**config.mk**
```make
export PLATFORM = sky130hd
export DESIGN_NAME = flash_boot_top
export DESIGN_NICKNAME = d
export VERILOG_FILES = /design/src/logic/flash_boot_pkg.sv /design/src/logic/flash_boot_top.sv /design/src/logic/flash_byte_reader.sv /design/src/logic/flash_sequencer.sv /design/src/logic/spi_clock_gen.sv /design/src/logic/word_packer.sv
export VERILOG_INCLUDE_DIRS = /design/src /design/src/include
export SDC_FILE = /design/constraint.sdc
export NUM_CORES = 1
export LEC_CHECK = 0
export BUFFER_PORTS_ARGS = -buffer_cell sky130_fd_sc_hd__buf_2
export CAP_MARGIN = 20
export CORE_MARGIN = 4
export CORE_UTILIZATION = 40
export DETAILED_ROUTE_END_ITERATION = 7
export PLACE_DENSITY_LB_ADDON = 0.1
export SKIP_CTS_REPAIR_TIMING = 1
export SYNTH_ARGS = -nofsm -noshare
export SYNTH_HDL_FRONTEND = slang
export SYNTH_HIERARCHICAL = 1
export SYNTH_SLANG_ARGS = --single-unit
```
**constraint.sdc**
```tcl
create_clock -name CLK -period 2.4 [get_ports CLK]
set_input_delay 0.48 -clock CLK [delete_from_list [all_inputs] [get_ports CLK]]
set_output_delay 0.48 -clock CLK [all_outputs]
set_load 0.05 [all_outputs]
```
**src/include/flash_boot_defs.svh**
```systemverilog
`ifndef FLASH_BOOT_DEFS_SVH
`define FLASH_BOOT_DEFS_SVH

//////////////////////////////
// SPI flash command bytes
//////////////////////////////

// Reset enable, must directly precede the reset command
`define FLASH_CMD_RESET_ENABLE 8'h66
// Software reset
`define FLASH_CMD_RESET 8'h99
// Plain single-bit read, no dummy cycles
`define FLASH_CMD_READ 8'h03

//////////////////////////////
// Boot image location
//////////////////////////////

// Byte offset of the boot image inside the flash
`define FLASH_READ_OFFSET 24'h100000
// First memory word written by the loader
`define LOAD_BASE 15'd0

//////////////////////////////
// Timing
//////////////////////////////

// CLK cycles per SCK level, so one SCK period is twice this
`define FLASH_HALF_PERIOD 8
// Idle CLK cycles with SSB high after the reset frames
`define FLASH_RESET_WAIT 400

`endif

```
**src/logic/flash_boot_pkg.sv**
```systemverilog
`default_nettype none

package flash_boot_pkg;

  //////////////////////////////
  // Data widths
  //////////////////////////////

  // One byte as shifted out of the flash
  typedef logic [7:0] byte_t;

  // One memory word, two flash bytes big-endian
  typedef logic [15:0] word_t;

  // Word address into the 32K word memory
  typedef logic [14:0] mem_addr_t;

  // Byte offset sent with the read command
  typedef logic [23:0] flash_addr_t;

  //////////////////////////////
  // Boot sequencer states
  //////////////////////////////

  // Frame select and release cycles live inside the frame states
  typedef enum logic [2:0] {
    RESET_ENABLE,
    RESET_EXEC,
    RESET_WAIT,
    SEND_READ,
    READ_DATA,
    DONE
  } seq_state_t;

endpackage

`default_nettype wire

```
**src/logic/flash_boot_top.sv**
```systemverilog
`timescale 1ns/1ps
`default_nettype none

module flash_boot_top #(
  parameter int boot_words = 32768
) (
  input  wire                       CLK,
  input  wire                       rst_n,
  // SPI flash pins
  input  wire                       FLASH_IO1,
  output logic                      FLASH_SCK,
  output logic                      FLASH_SSB,
  output logic                      FLASH_IO0,
  output logic                      FLASH_IO2,
  output logic                      FLASH_IO3,
  // Memory write port
  output logic                      mem_we,
  output flash_boot_pkg::mem_addr_t mem_addr,
  output flash_boot_pkg::word_t     mem_data,
  // Load finished
  output logic                      boot_done
);

  import flash_boot_pkg::*;

  // SCK control and edge strobes
  logic  sck_enable;
  logic  sck_rise;
  logic  sck_fall;

  // Data phase path
  logic  read_enable;
  logic  byte_valid;
  byte_t byte_data;
  logic  load_done;

  // WP# and HOLD# unused, held inactive
  assign FLASH_IO2 = 1'b1;
  assign FLASH_IO3 = 1'b1;

  //////////////////////////////
  // SCK generation
  //////////////////////////////
  spi_clock_gen u_spi_clock_gen (
    .CLK        (CLK),
    .rst_n      (rst_n),
    .sck_enable (sck_enable),
    .FLASH_SCK  (FLASH_SCK),
    .sck_rise   (sck_rise),
    .sck_fall   (sck_fall)
  );

  //////////////////////////////
  // Command framing
  //////////////////////////////
  flash_sequencer u_flash_sequencer (
    .CLK         (CLK),
    .rst_n       (rst_n),
    .sck_rise    (sck_rise),
    .sck_fall    (sck_fall),
    .load_done   (load_done),
    .FLASH_SSB   (FLASH_SSB),
    .FLASH_IO0   (FLASH_IO0),
    .sck_enable  (sck_enable),
    .read_enable (read_enable),
    .boot_done   (boot_done)
  );

  //////////////////////////////
  // Data phase
  //////////////////////////////
  flash_byte_reader u_flash_byte_reader (
    .CLK         (CLK),
    .rst_n       (rst_n),
    .read_enable (read_enable),
    .sck_fall    (sck_fall),
    .FLASH_IO1   (FLASH_IO1),
    .byte_valid  (byte_valid),
    .byte_data   (byte_data)
  );

  word_packer #(
    .boot_words (boot_words)
  ) u_word_packer (
    .CLK        (CLK),
    .rst_n      (rst_n),
    .byte_valid (byte_valid),
    .byte_data  (byte_data),
    .mem_we     (mem_we),
    .mem_addr   (mem_addr),
    .mem_data   (mem_data),
    .load_done  (load_done)
  );

endmodule

`default_nettype wire

```
**src/logic/flash_byte_reader.sv**
```systemverilog
`timescale 1ns/1ps
`default_nettype none

module flash_byte_reader (
  input  wire                   CLK,
  input  wire                   rst_n,
  input  wire                   read_enable,
  input  wire                   sck_fall,
  input  wire                   FLASH_IO1,
  output logic                  byte_valid,
  output flash_boot_pkg::byte_t byte_data
);

  import flash_boot_pkg::*;

  // Bits collected so far in MSB first order
  byte_t      shift_in;
  logic [2:0] bit_cnt;

  //////////////////////////////
  // Serial to byte
  //////////////////////////////
  always_ff @(posedge CLK) begin
    if (!rst_n) begin
      bit_cnt    <= '0;
      byte_valid <= 1'b0;
    end else begin
      byte_valid <= 1'b0;
      if (!read_enable) begin
        // Outside the data phase every byte restarts at bit 7
        bit_cnt <= '0;
      end else if (sck_fall) begin
        bit_cnt <= bit_cnt + 1'b1;
        // Eighth bit completes the byte
        if (bit_cnt == 3'd7) begin
          byte_valid <= 1'b1;
        end
      end
    end
  end

  // Shift register and finished byte
  always_ff @(posedge CLK) begin
    if (read_enable && sck_fall) begin
      shift_in <= {shift_in[6:0], FLASH_IO1};
      // Hand the finished byte over while the next one builds up
      if (bit_cnt == 3'd7) begin
        byte_data <= {shift_in[6:0], FLASH_IO1};
      end
    end
  end

endmodule

`default_nettype wire

```
**src/logic/flash_sequencer.sv**
```systemverilog
`timescale 1ns/1ps
`default_nettype none
`include "flash_boot_defs.svh"

module flash_sequencer (
  input  wire  CLK,
  input  wire  rst_n,
  input  wire  sck_rise,
  input  wire  sck_fall,
  input  wire  load_done,
  output logic FLASH_SSB,
  output logic FLASH_IO0,
  output logic sck_enable,
  output logic read_enable,
  output logic boot_done
);

  import flash_boot_pkg::*;

  localparam flash_addr_t READ_OFFSET = `FLASH_READ_OFFSET;

  // Gap counter sized for the post-reset wait
  localparam int WAIT_W = $clog2(`FLASH_RESET_WAIT);
  // Frame start in SEND_READ adds one more SSB high cycle
  localparam logic [WAIT_W-1:0] WAIT_LAST = WAIT_W'(`FLASH_RESET_WAIT - 2);

  seq_state_t        state;
  logic [31:0]       frame_word;
  logic [31:0]       shift_out;
  logic [5:0]        rise_cnt;
  logic [WAIT_W-1:0] wait_cnt;

  //////////////////////////////
  // Frame contents
  //////////////////////////////

  // Commands left aligned so bit 31 always goes first
  always_comb begin
    case (state)
      RESET_ENABLE: frame_word = {`FLASH_CMD_RESET_ENABLE, 24'h000000};
      RESET_EXEC:   frame_word = {`FLASH_CMD_RESET, 24'h000000};
      default:      frame_word = {`FLASH_CMD_READ, READ_OFFSET};
    endcase
  end

  //////////////////////////////
  // Sequencer FSM
  //////////////////////////////
  always_ff @(posedge CLK) begin
    if (!rst_n) begin
      state       <= RESET_ENABLE;
      FLASH_SSB   <= 1'b1;
      FLASH_IO0   <= 1'b0;
      sck_enable  <= 1'b0;
      read_enable <= 1'b0;
      boot_done   <= 1'b0;
      rise_cnt    <= '0;
      wait_cnt    <= '0;
    end else begin
      case (state)
        RESET_ENABLE, RESET_EXEC, SEND_READ: begin
          if (!sck_enable) begin
            if (FLASH_SSB) begin
              // Select the flash and preload the MSB
              FLASH_SSB <= 1'b0;
              FLASH_IO0 <= frame_word[31];
              shift_out <= {frame_word[30:0], 1'b0};
            end else if (rise_cnt == 6'd0) begin
              // Clock starts one cycle after select
              sck_enable <= 1'b1;
            end else begin
              // Release one cycle after the clock stopped
              FLASH_SSB <= 1'b1;
              FLASH_IO0 <= 1'b0;
              rise_cnt  <= '0;
              if (state == RESET_ENABLE) begin
                state <= RESET_EXEC;
              end else begin
                wait_cnt <= '0;
                state    <= RESET_WAIT;
              end
            end
          end else begin
            // Flash latches IO0 on the rise
            if (sck_rise) begin
              rise_cnt <= rise_cnt + 1'b1;
              // Reset commands stop after their eighth bit
              if (state != SEND_READ && rise_cnt == 6'd7) begin
                sck_enable <= 1'b0;
              end
            end
            // Next bit goes out on the fall
            if (sck_fall) begin
              FLASH_IO0 <= shift_out[31];
              shift_out <= {shift_out[30:0], 1'b0};
              // Command and address done, clock keeps running for data
              if (state == SEND_READ && rise_cnt == 6'd32) begin
                read_enable <= 1'b1;
                state       <= READ_DATA;
              end
            end
          end
        end

        RESET_WAIT: begin
          // Let the flash finish its internal reset
          if (wait_cnt == WAIT_LAST) begin
            wait_cnt <= '0;
            state    <= SEND_READ;
          end else begin
            wait_cnt <= wait_cnt + 1'b1;
          end
        end

        READ_DATA: begin
          // Last word written, stop the clock
          if (load_done) begin
            sck_enable  <= 1'b0;
            read_enable <= 1'b0;
            state       <= DONE;
          end
        end

        default: begin
          // Deselect and hold here
          FLASH_SSB <= 1'b1;
          boot_done <= 1'b1;
        end
      endcase
    end
  end

  // SCK only runs inside a selected frame
  assert property (@(posedge CLK) disable iff (!rst_n)
    sck_enable |-> !FLASH_SSB);

  // Boot completion is sticky until reset
  assert property (@(posedge CLK) disable iff (!rst_n)
    boot_done |=> boot_done);

endmodule

`default_nettype wire

```
**src/logic/spi_clock_gen.sv**
```systemverilog
`timescale 1ns/1ps
`default_nettype none
`include "flash_boot_defs.svh"

module spi_clock_gen (
  input  wire  CLK,
  input  wire  rst_n,
  input  wire  sck_enable,
  output logic FLASH_SCK,
  output logic sck_rise,
  output logic sck_fall
);

  // Divider wide enough to hold one SCK level
  localparam int DIV_W = $clog2(`FLASH_HALF_PERIOD + 1);
  localparam logic [DIV_W-1:0] DIV_LAST = DIV_W'(`FLASH_HALF_PERIOD - 1);

  logic [DIV_W-1:0] div_cnt;
  logic             toggle;

  // Last CLK cycle of the current SCK level
  assign toggle = sck_enable && (div_cnt == DIV_LAST);

  always_ff @(posedge CLK) begin
    if (!rst_n) begin
      FLASH_SCK <= 1'b0;
      sck_rise  <= 1'b0;
      sck_fall  <= 1'b0;
      div_cnt   <= '0;
    end else begin
      // Strobes last a single cycle
      sck_rise <= 1'b0;
      sck_fall <= 1'b0;
      if (!sck_enable) begin
        // Idle clock parks low and restarts a full level when enabled
        FLASH_SCK <= 1'b0;
        div_cnt   <= '0;
      end else if (toggle) begin
        div_cnt   <= '0;
        FLASH_SCK <= ~FLASH_SCK;
        // Flag the edge that SCK is about to take
        if (!FLASH_SCK) begin
          sck_rise <= 1'b1;
        end else begin
          sck_fall <= 1'b1;
        end
      end else begin
        div_cnt <= div_cnt + 1'b1;
      end
    end
  end

  // One SCK edge per strobe cycle
  assert property (@(posedge CLK) disable iff (!rst_n)
    !(sck_rise && sck_fall));

endmodule

`default_nettype wire

```
**src/logic/word_packer.sv**
```systemverilog
`timescale 1ns/1ps
`default_nettype none
`include "flash_boot_defs.svh"

module word_packer #(
  parameter int boot_words = 32768
) (
  input  wire                       CLK,
  input  wire                       rst_n,
  input  wire                       byte_valid,
  input  wire flash_boot_pkg::byte_t byte_data,
  output logic                      mem_we,
  output flash_boot_pkg::mem_addr_t mem_addr,
  output flash_boot_pkg::word_t     mem_data,
  output logic                      load_done
);

  import flash_boot_pkg::*;

  // Index of the final word in the image
  localparam mem_addr_t LAST_WORD = mem_addr_t'(boot_words - 1);

  byte_t     high_byte;
  logic      have_high;
  mem_addr_t word_idx;
  logic      take;

  // Bytes past the end of the image are dropped
  assign take = byte_valid && !load_done;

  //////////////////////////////
  // Pairing and write strobe
  //////////////////////////////
  always_ff @(posedge CLK) begin
    if (!rst_n) begin
      have_high <= 1'b0;
      mem_we    <= 1'b0;
      word_idx  <= '0;
      load_done <= 1'b0;
    end else begin
      mem_we <= 1'b0;
      if (take) begin
        have_high <= ~have_high;
        // Second byte of a pair completes the word
        if (have_high) begin
          mem_we   <= 1'b1;
          word_idx <= word_idx + 1'b1;
          if (word_idx == LAST_WORD) begin
            load_done <= 1'b1;
          end
        end
      end
    end
  end

  // Big-endian word, first byte on top
  always_ff @(posedge CLK) begin
    if (take) begin
      if (!have_high) begin
        high_byte <= byte_data;
      end else begin
        mem_data <= {high_byte, byte_data};
        mem_addr <= `LOAD_BASE + word_idx;
      end
    end
  end

  // Each write lasts exactly one cycle
  assert property (@(posedge CLK) disable iff (!rst_n)
    mem_we |=> !mem_we);

  // Memory stays untouched once the load is complete
  assert property (@(posedge CLK) disable iff (!rst_n)
    load_done |=> !mem_we);

endmodule

`default_nettype wire

```
==> implementation parameters <==
Parameter                              Value

Cells and area
  Layout cells sized above 1 ... 0.188
  Finished Core Util ... 0.489
  Count of antenna diodes in the layout ... 0
  Post-route insts no fill ... around 600
  Final instance area ... about 5600 µm²
  Area growth from synthesis to layout ... 20.1%
  Final net count ... about 440

Synthesis
  Number of flops mapped to enable cells by yosys ... 65
  Cell Area, Synth ... 4650 µm²
  Most frequent cells after synthesis ... edfxtp_1 (65), dfxtp_1 (52), a21oi_1 (26), nor2_1 (23), nand2_1 (22)
  Cell type with the highest aggregate area in the netlist ... edfxtp_1
  Async set-reset flop share out of synthesis ... 0
  Area contributors post-synth ... edfxtp_1 (42%), dfxtp_1 (22%), a21oi_1 (2.8%), ha_1 (2.2%), nor2_1 (1.9%)
  Warnings, synthesis ... 6
  Cell with the most instances after synthesis ... edfxtp_1
  Synth cell types ... 64
  Per-instance average area after synthesis ... 12.3 µm²
  Count of mapped cells out of synthesis ... 378
  Fraction of the yosys area taken by sequential cells ... 0.644
  Share of the synthesized area in the top cell type ... 0.420
  Ys flop type ... edfxtp_1
  Post-synthesis register bit count ... 117

Detailed routing
  Total detailed-routing wirelength ... approximately 8.5 mm
  Post-DR wirelength/cell ... roughly 15 µm
  Number of iterations in the first detailed-routing pass ... 4
  Post-route ant nets ... 0
  DR DRC count ... 0
  Routed via count divided by cell count ... around 5.3
  Via count ... about 3100
  Count of routing violations after the opening detailed-route iteration ... 264

Timing
  Finish-stage setup viols ... 0
  Top achievable clock speed ... approximately 460 MHz
  Share of the cycle needed by the critical path after routing ... 0.904
  Final-layout setup total negative slack ... 0 ns
  Headroom to the max-slew limit ... 0.480
  Clock Skew ... roughly 0.0054 ns
  Max Transition Viols Final ... 0
  Final critical-path required period ... ~2.2 ns
  RSZ-0062 raised after global routing ... false
  Endpoints failing hold ... 0
  Slew of the pin with the lowest slew margin ... a little under 0.8 ns

Place
  Port Buf Inserts ... 38
  Placed Cells ... 552
  Total half-perimeter wirelength after legalization and detailed placement ... around 5.6 mm
  Weighted congestion reported at the end of routability-driven placement ... just over 0.8
  Cell area after placement ... 4990 µm²

Worst hold path
  Hold Startpoint ... FLASH_IO1
  WHS Endpoint ... u_flash_byte_reader/shift_in[0]
  Number of instances on the worst hold path ... 1
  Classification of the worst-slack hold path ... input pin to flop

Power
  Share of power burned in combinational logic ... 0.020
  Total net switching power ... ~0.00095 W
  Proportion of power drawn by the clock network ... 0.528
  Proportion of total power due to net switching ... 0.201
  Overall power after layout ... 0.00471 W
  Part of the total power dissipated in sequential elements ... 0.452
  Leakage power total ... slightly below 2 nW
  VDD IR-drop max ... 0.000456 V
  Power density of the placed cells ... around 840 nW/µm²
  Internal power ... approximately 0.0038 W

Setup path
  Kind of cell with the highest combined delay on the critical path ... compound AO/OA/AOI/OAI gates
  Worst Path Arrival ... ~2.5 ns
  Type of the worst setup path ... flop to flop
  Endpoint type of the worst setup path ... flop
  Crit Path Max Fanout ... 7
  Destination of the worst register-to-register timing path ... u_flash_sequencer/state[1]
  Buffers & Inverters on Critical Path ... 1
  Category of the worst setup path launch point ... flop
  Critical path, cell by cell ... inv_1 > ha_1 > nor3b_1 > a21boi_1 > o31a_1 > o2111a_1
  Critical Path RT ... about 2.7 ns
  Setup slack on the worst flop-to-flop path ... about 0.23 ns
  Delay of the slowest cell on the worst path ... approximately 0.62 ns
  Reg-to-reg critical path startpoint ... u_flash_sequencer/rise_cnt[0]
  Max stage delay cell, worst path ... nor3b_1
  Worst Reg2Reg Path Length in Cells ... 6

Clock tree
  Maximum clock path buffer count ... 2
  Clock-pin slew on the worst setup and hold paths ... 0.05 ns
  Clock tree from TritonCTS ... yes
  Insertion delay to the later sink of the worst-skew pair ... between 0.4 and 0.5 ns
  CTS Root Buffer Type ... clkbuf_16
  Number of levels in the clock H-tree ... 4
  TritonCTS Sinks ... roughly 120
  TritonCTS Buffers ... 17

Die
  Row Count ... 39
  Floorplan die area ... 13400 µm²
  Core area ... around 11000 µm²
  Vertical die dimension ... between 100 and 150 µm
  IO Count ... ~40
  Die outline width ... around 120 µm
  Starting utilization of the core area ... 0.407

Global route
  Via count of the first global-routing pass ... 2870
  Global route overflow ... 0
  Number of antenna violations at the first check in global routing ... 0
  Gr usage total ... 0.136
  Wire length of the first global-routing pass ... ~14 mm
  Largest net degree at the start of global routing ... 27

Status
  Result of the run ... complete, no violations

Run
  Number of max-capacitance violations reported ... 0
==> layout make-up <==
class | count | area [µm²]
multi-input combinational | 234 | 1530
clock inverter | 14 | 160
fill | 1035 | 5840
tap | 143 | 179
timing repair buffer | 44 | 235
inverter | 14 | 52.6
clock buffer | 18 | 429
sequential | 117 | 2990
==> per-layer routing <==
| layer | GRT usage | vias to the layer above | routed length [µm] |
|---|---|---|---|
| met2 | 0.213 | 67 | 3910 |
| met1 | 0.166 | 1469 | 3880 |
| met5 | 0 | - | 0 |
| met4 | 0.0789 | 0 | 209 |
| li1 | - | 1520 | - |
| met3 | 0.0433 | 15 | 470 |
==> stage by stage <==
step	worst slack, ns	hold WS [ns]
3_5_place_dp	0.295	0.405
6_report	0.230	0.295
4_1_cts	0.269	0.274
2_1_floorplan	0.192	0.400
5_1_grt	0.0746	0.275
3_3_place_gp	0.340	0.402
==> cells by family (layout without fill, tap and decap cells) <==
group / after synthesis / after routing / synth area share
XOR/XNOR: 13 / 13 / 0.0245
AND/OR/NAND/NOR: 128 / 128 / 0.162
flip-flops: 117 / 117 / 0.644
other: 1 / 2 / 0.000807
multiplexers: 7 / 7 / 0.0153
adder cells (fa/ha/maj): 8 / 8 / 0.0215
AO/OA/AOI/OAI: 76 / 76 / 0.104
buffers and inverters: 28 / 90 / 0.0275
==> worst max path at each step <==
| stage | slack [ns] | start | depth (start not counted) | to |
|---|---|---|---|---|
| 2_1_floorplan | 0.19 | u_flash_sequencer/FLASH_SSB | 2 | u_flash_sequencer/shift_out[21] |
| 3_3_place_gp | 0.34 | u_flash_sequencer/rise_cnt[0] | 6 | u_flash_sequencer/state[1] |
| 3_5_place_dp | 0.29 | u_flash_sequencer/rise_cnt[0] | 6 | u_flash_sequencer/state[1] |
| 4_1_cts | 0.27 | u_flash_sequencer/rise_cnt[0] | 6 | u_flash_sequencer/state[1] |
| 5_1_grt | 0.07 | u_flash_sequencer/rise_cnt[0] | 6 | u_flash_sequencer/state[1] |
| 6_report | 0.23 | u_flash_sequencer/rise_cnt[0] | 6 | u_flash_sequencer/state[1] |
==> cell usage in the layout, fill, tap and decap left out, types with 4 or more instances in the layout <==
cell type,netlist,routed
o21ai_1,5,5
dfxtp_1,52,52
o211ai_1,4,4
clkinvlp_4,0,4
xnor2_1,6,6
a211oi_1,4,4
buf_2,0,38
mux2i_1,6,6
ha_1,8,8
a21oi_1,26,26
inv_1,14,14
nor2_1,23,23
buf_4,2,6
or3_1,6,6
xor2_1,7,7
nand3_1,11,11
nor3_1,9,9
o31ai_1,9,9
nand2_1,22,22
and2_1,7,7
edfxtp_1,65,65
a21o_1,5,5
nand4_1,9,9
or4_1,9,9
o21ai_0,9,9
clkbuf_16,0,17
==> state kept, by name (all words and copies together), names as in the netlist, 3 cells and up <==
register                       flops
u_spi_clock_gen/div_cnt            4
u_word_packer/mem_addr            15
u_flash_sequencer/wait_cnt         9
u_flash_byte_reader/shift_in       7
u_flash_sequencer/state            3
u_flash_sequencer/rise_cnt         6
u_flash_byte_reader/byte_data      8
u_flash_sequencer/shift_out       11
u_word_packer/word_idx            15
u_flash_byte_reader/bit_cnt        3
u_word_packer/mem_data            16
u_word_packer/high_byte            8
==> power groups by stage <==
| stage | combinational [W] | sequential (W) | clock, W |
|---|---|---|---|
| global route | 0.000105 | 0.00213 | 0.00264 |
| finish | 0.0000953 | 0.00213 | 0.00249 |
| CTS | 0.0000963 | 0.00212 | 0.00254 |
| floorplan | 0.0000622 | 0.00217 | 0 |
| detailed placement | 0.0000961 | 0.00217 | 0 |
| global placement | 0.0000958 | 0.00217 | 0 |
Power figures use the tool's default switching activity.
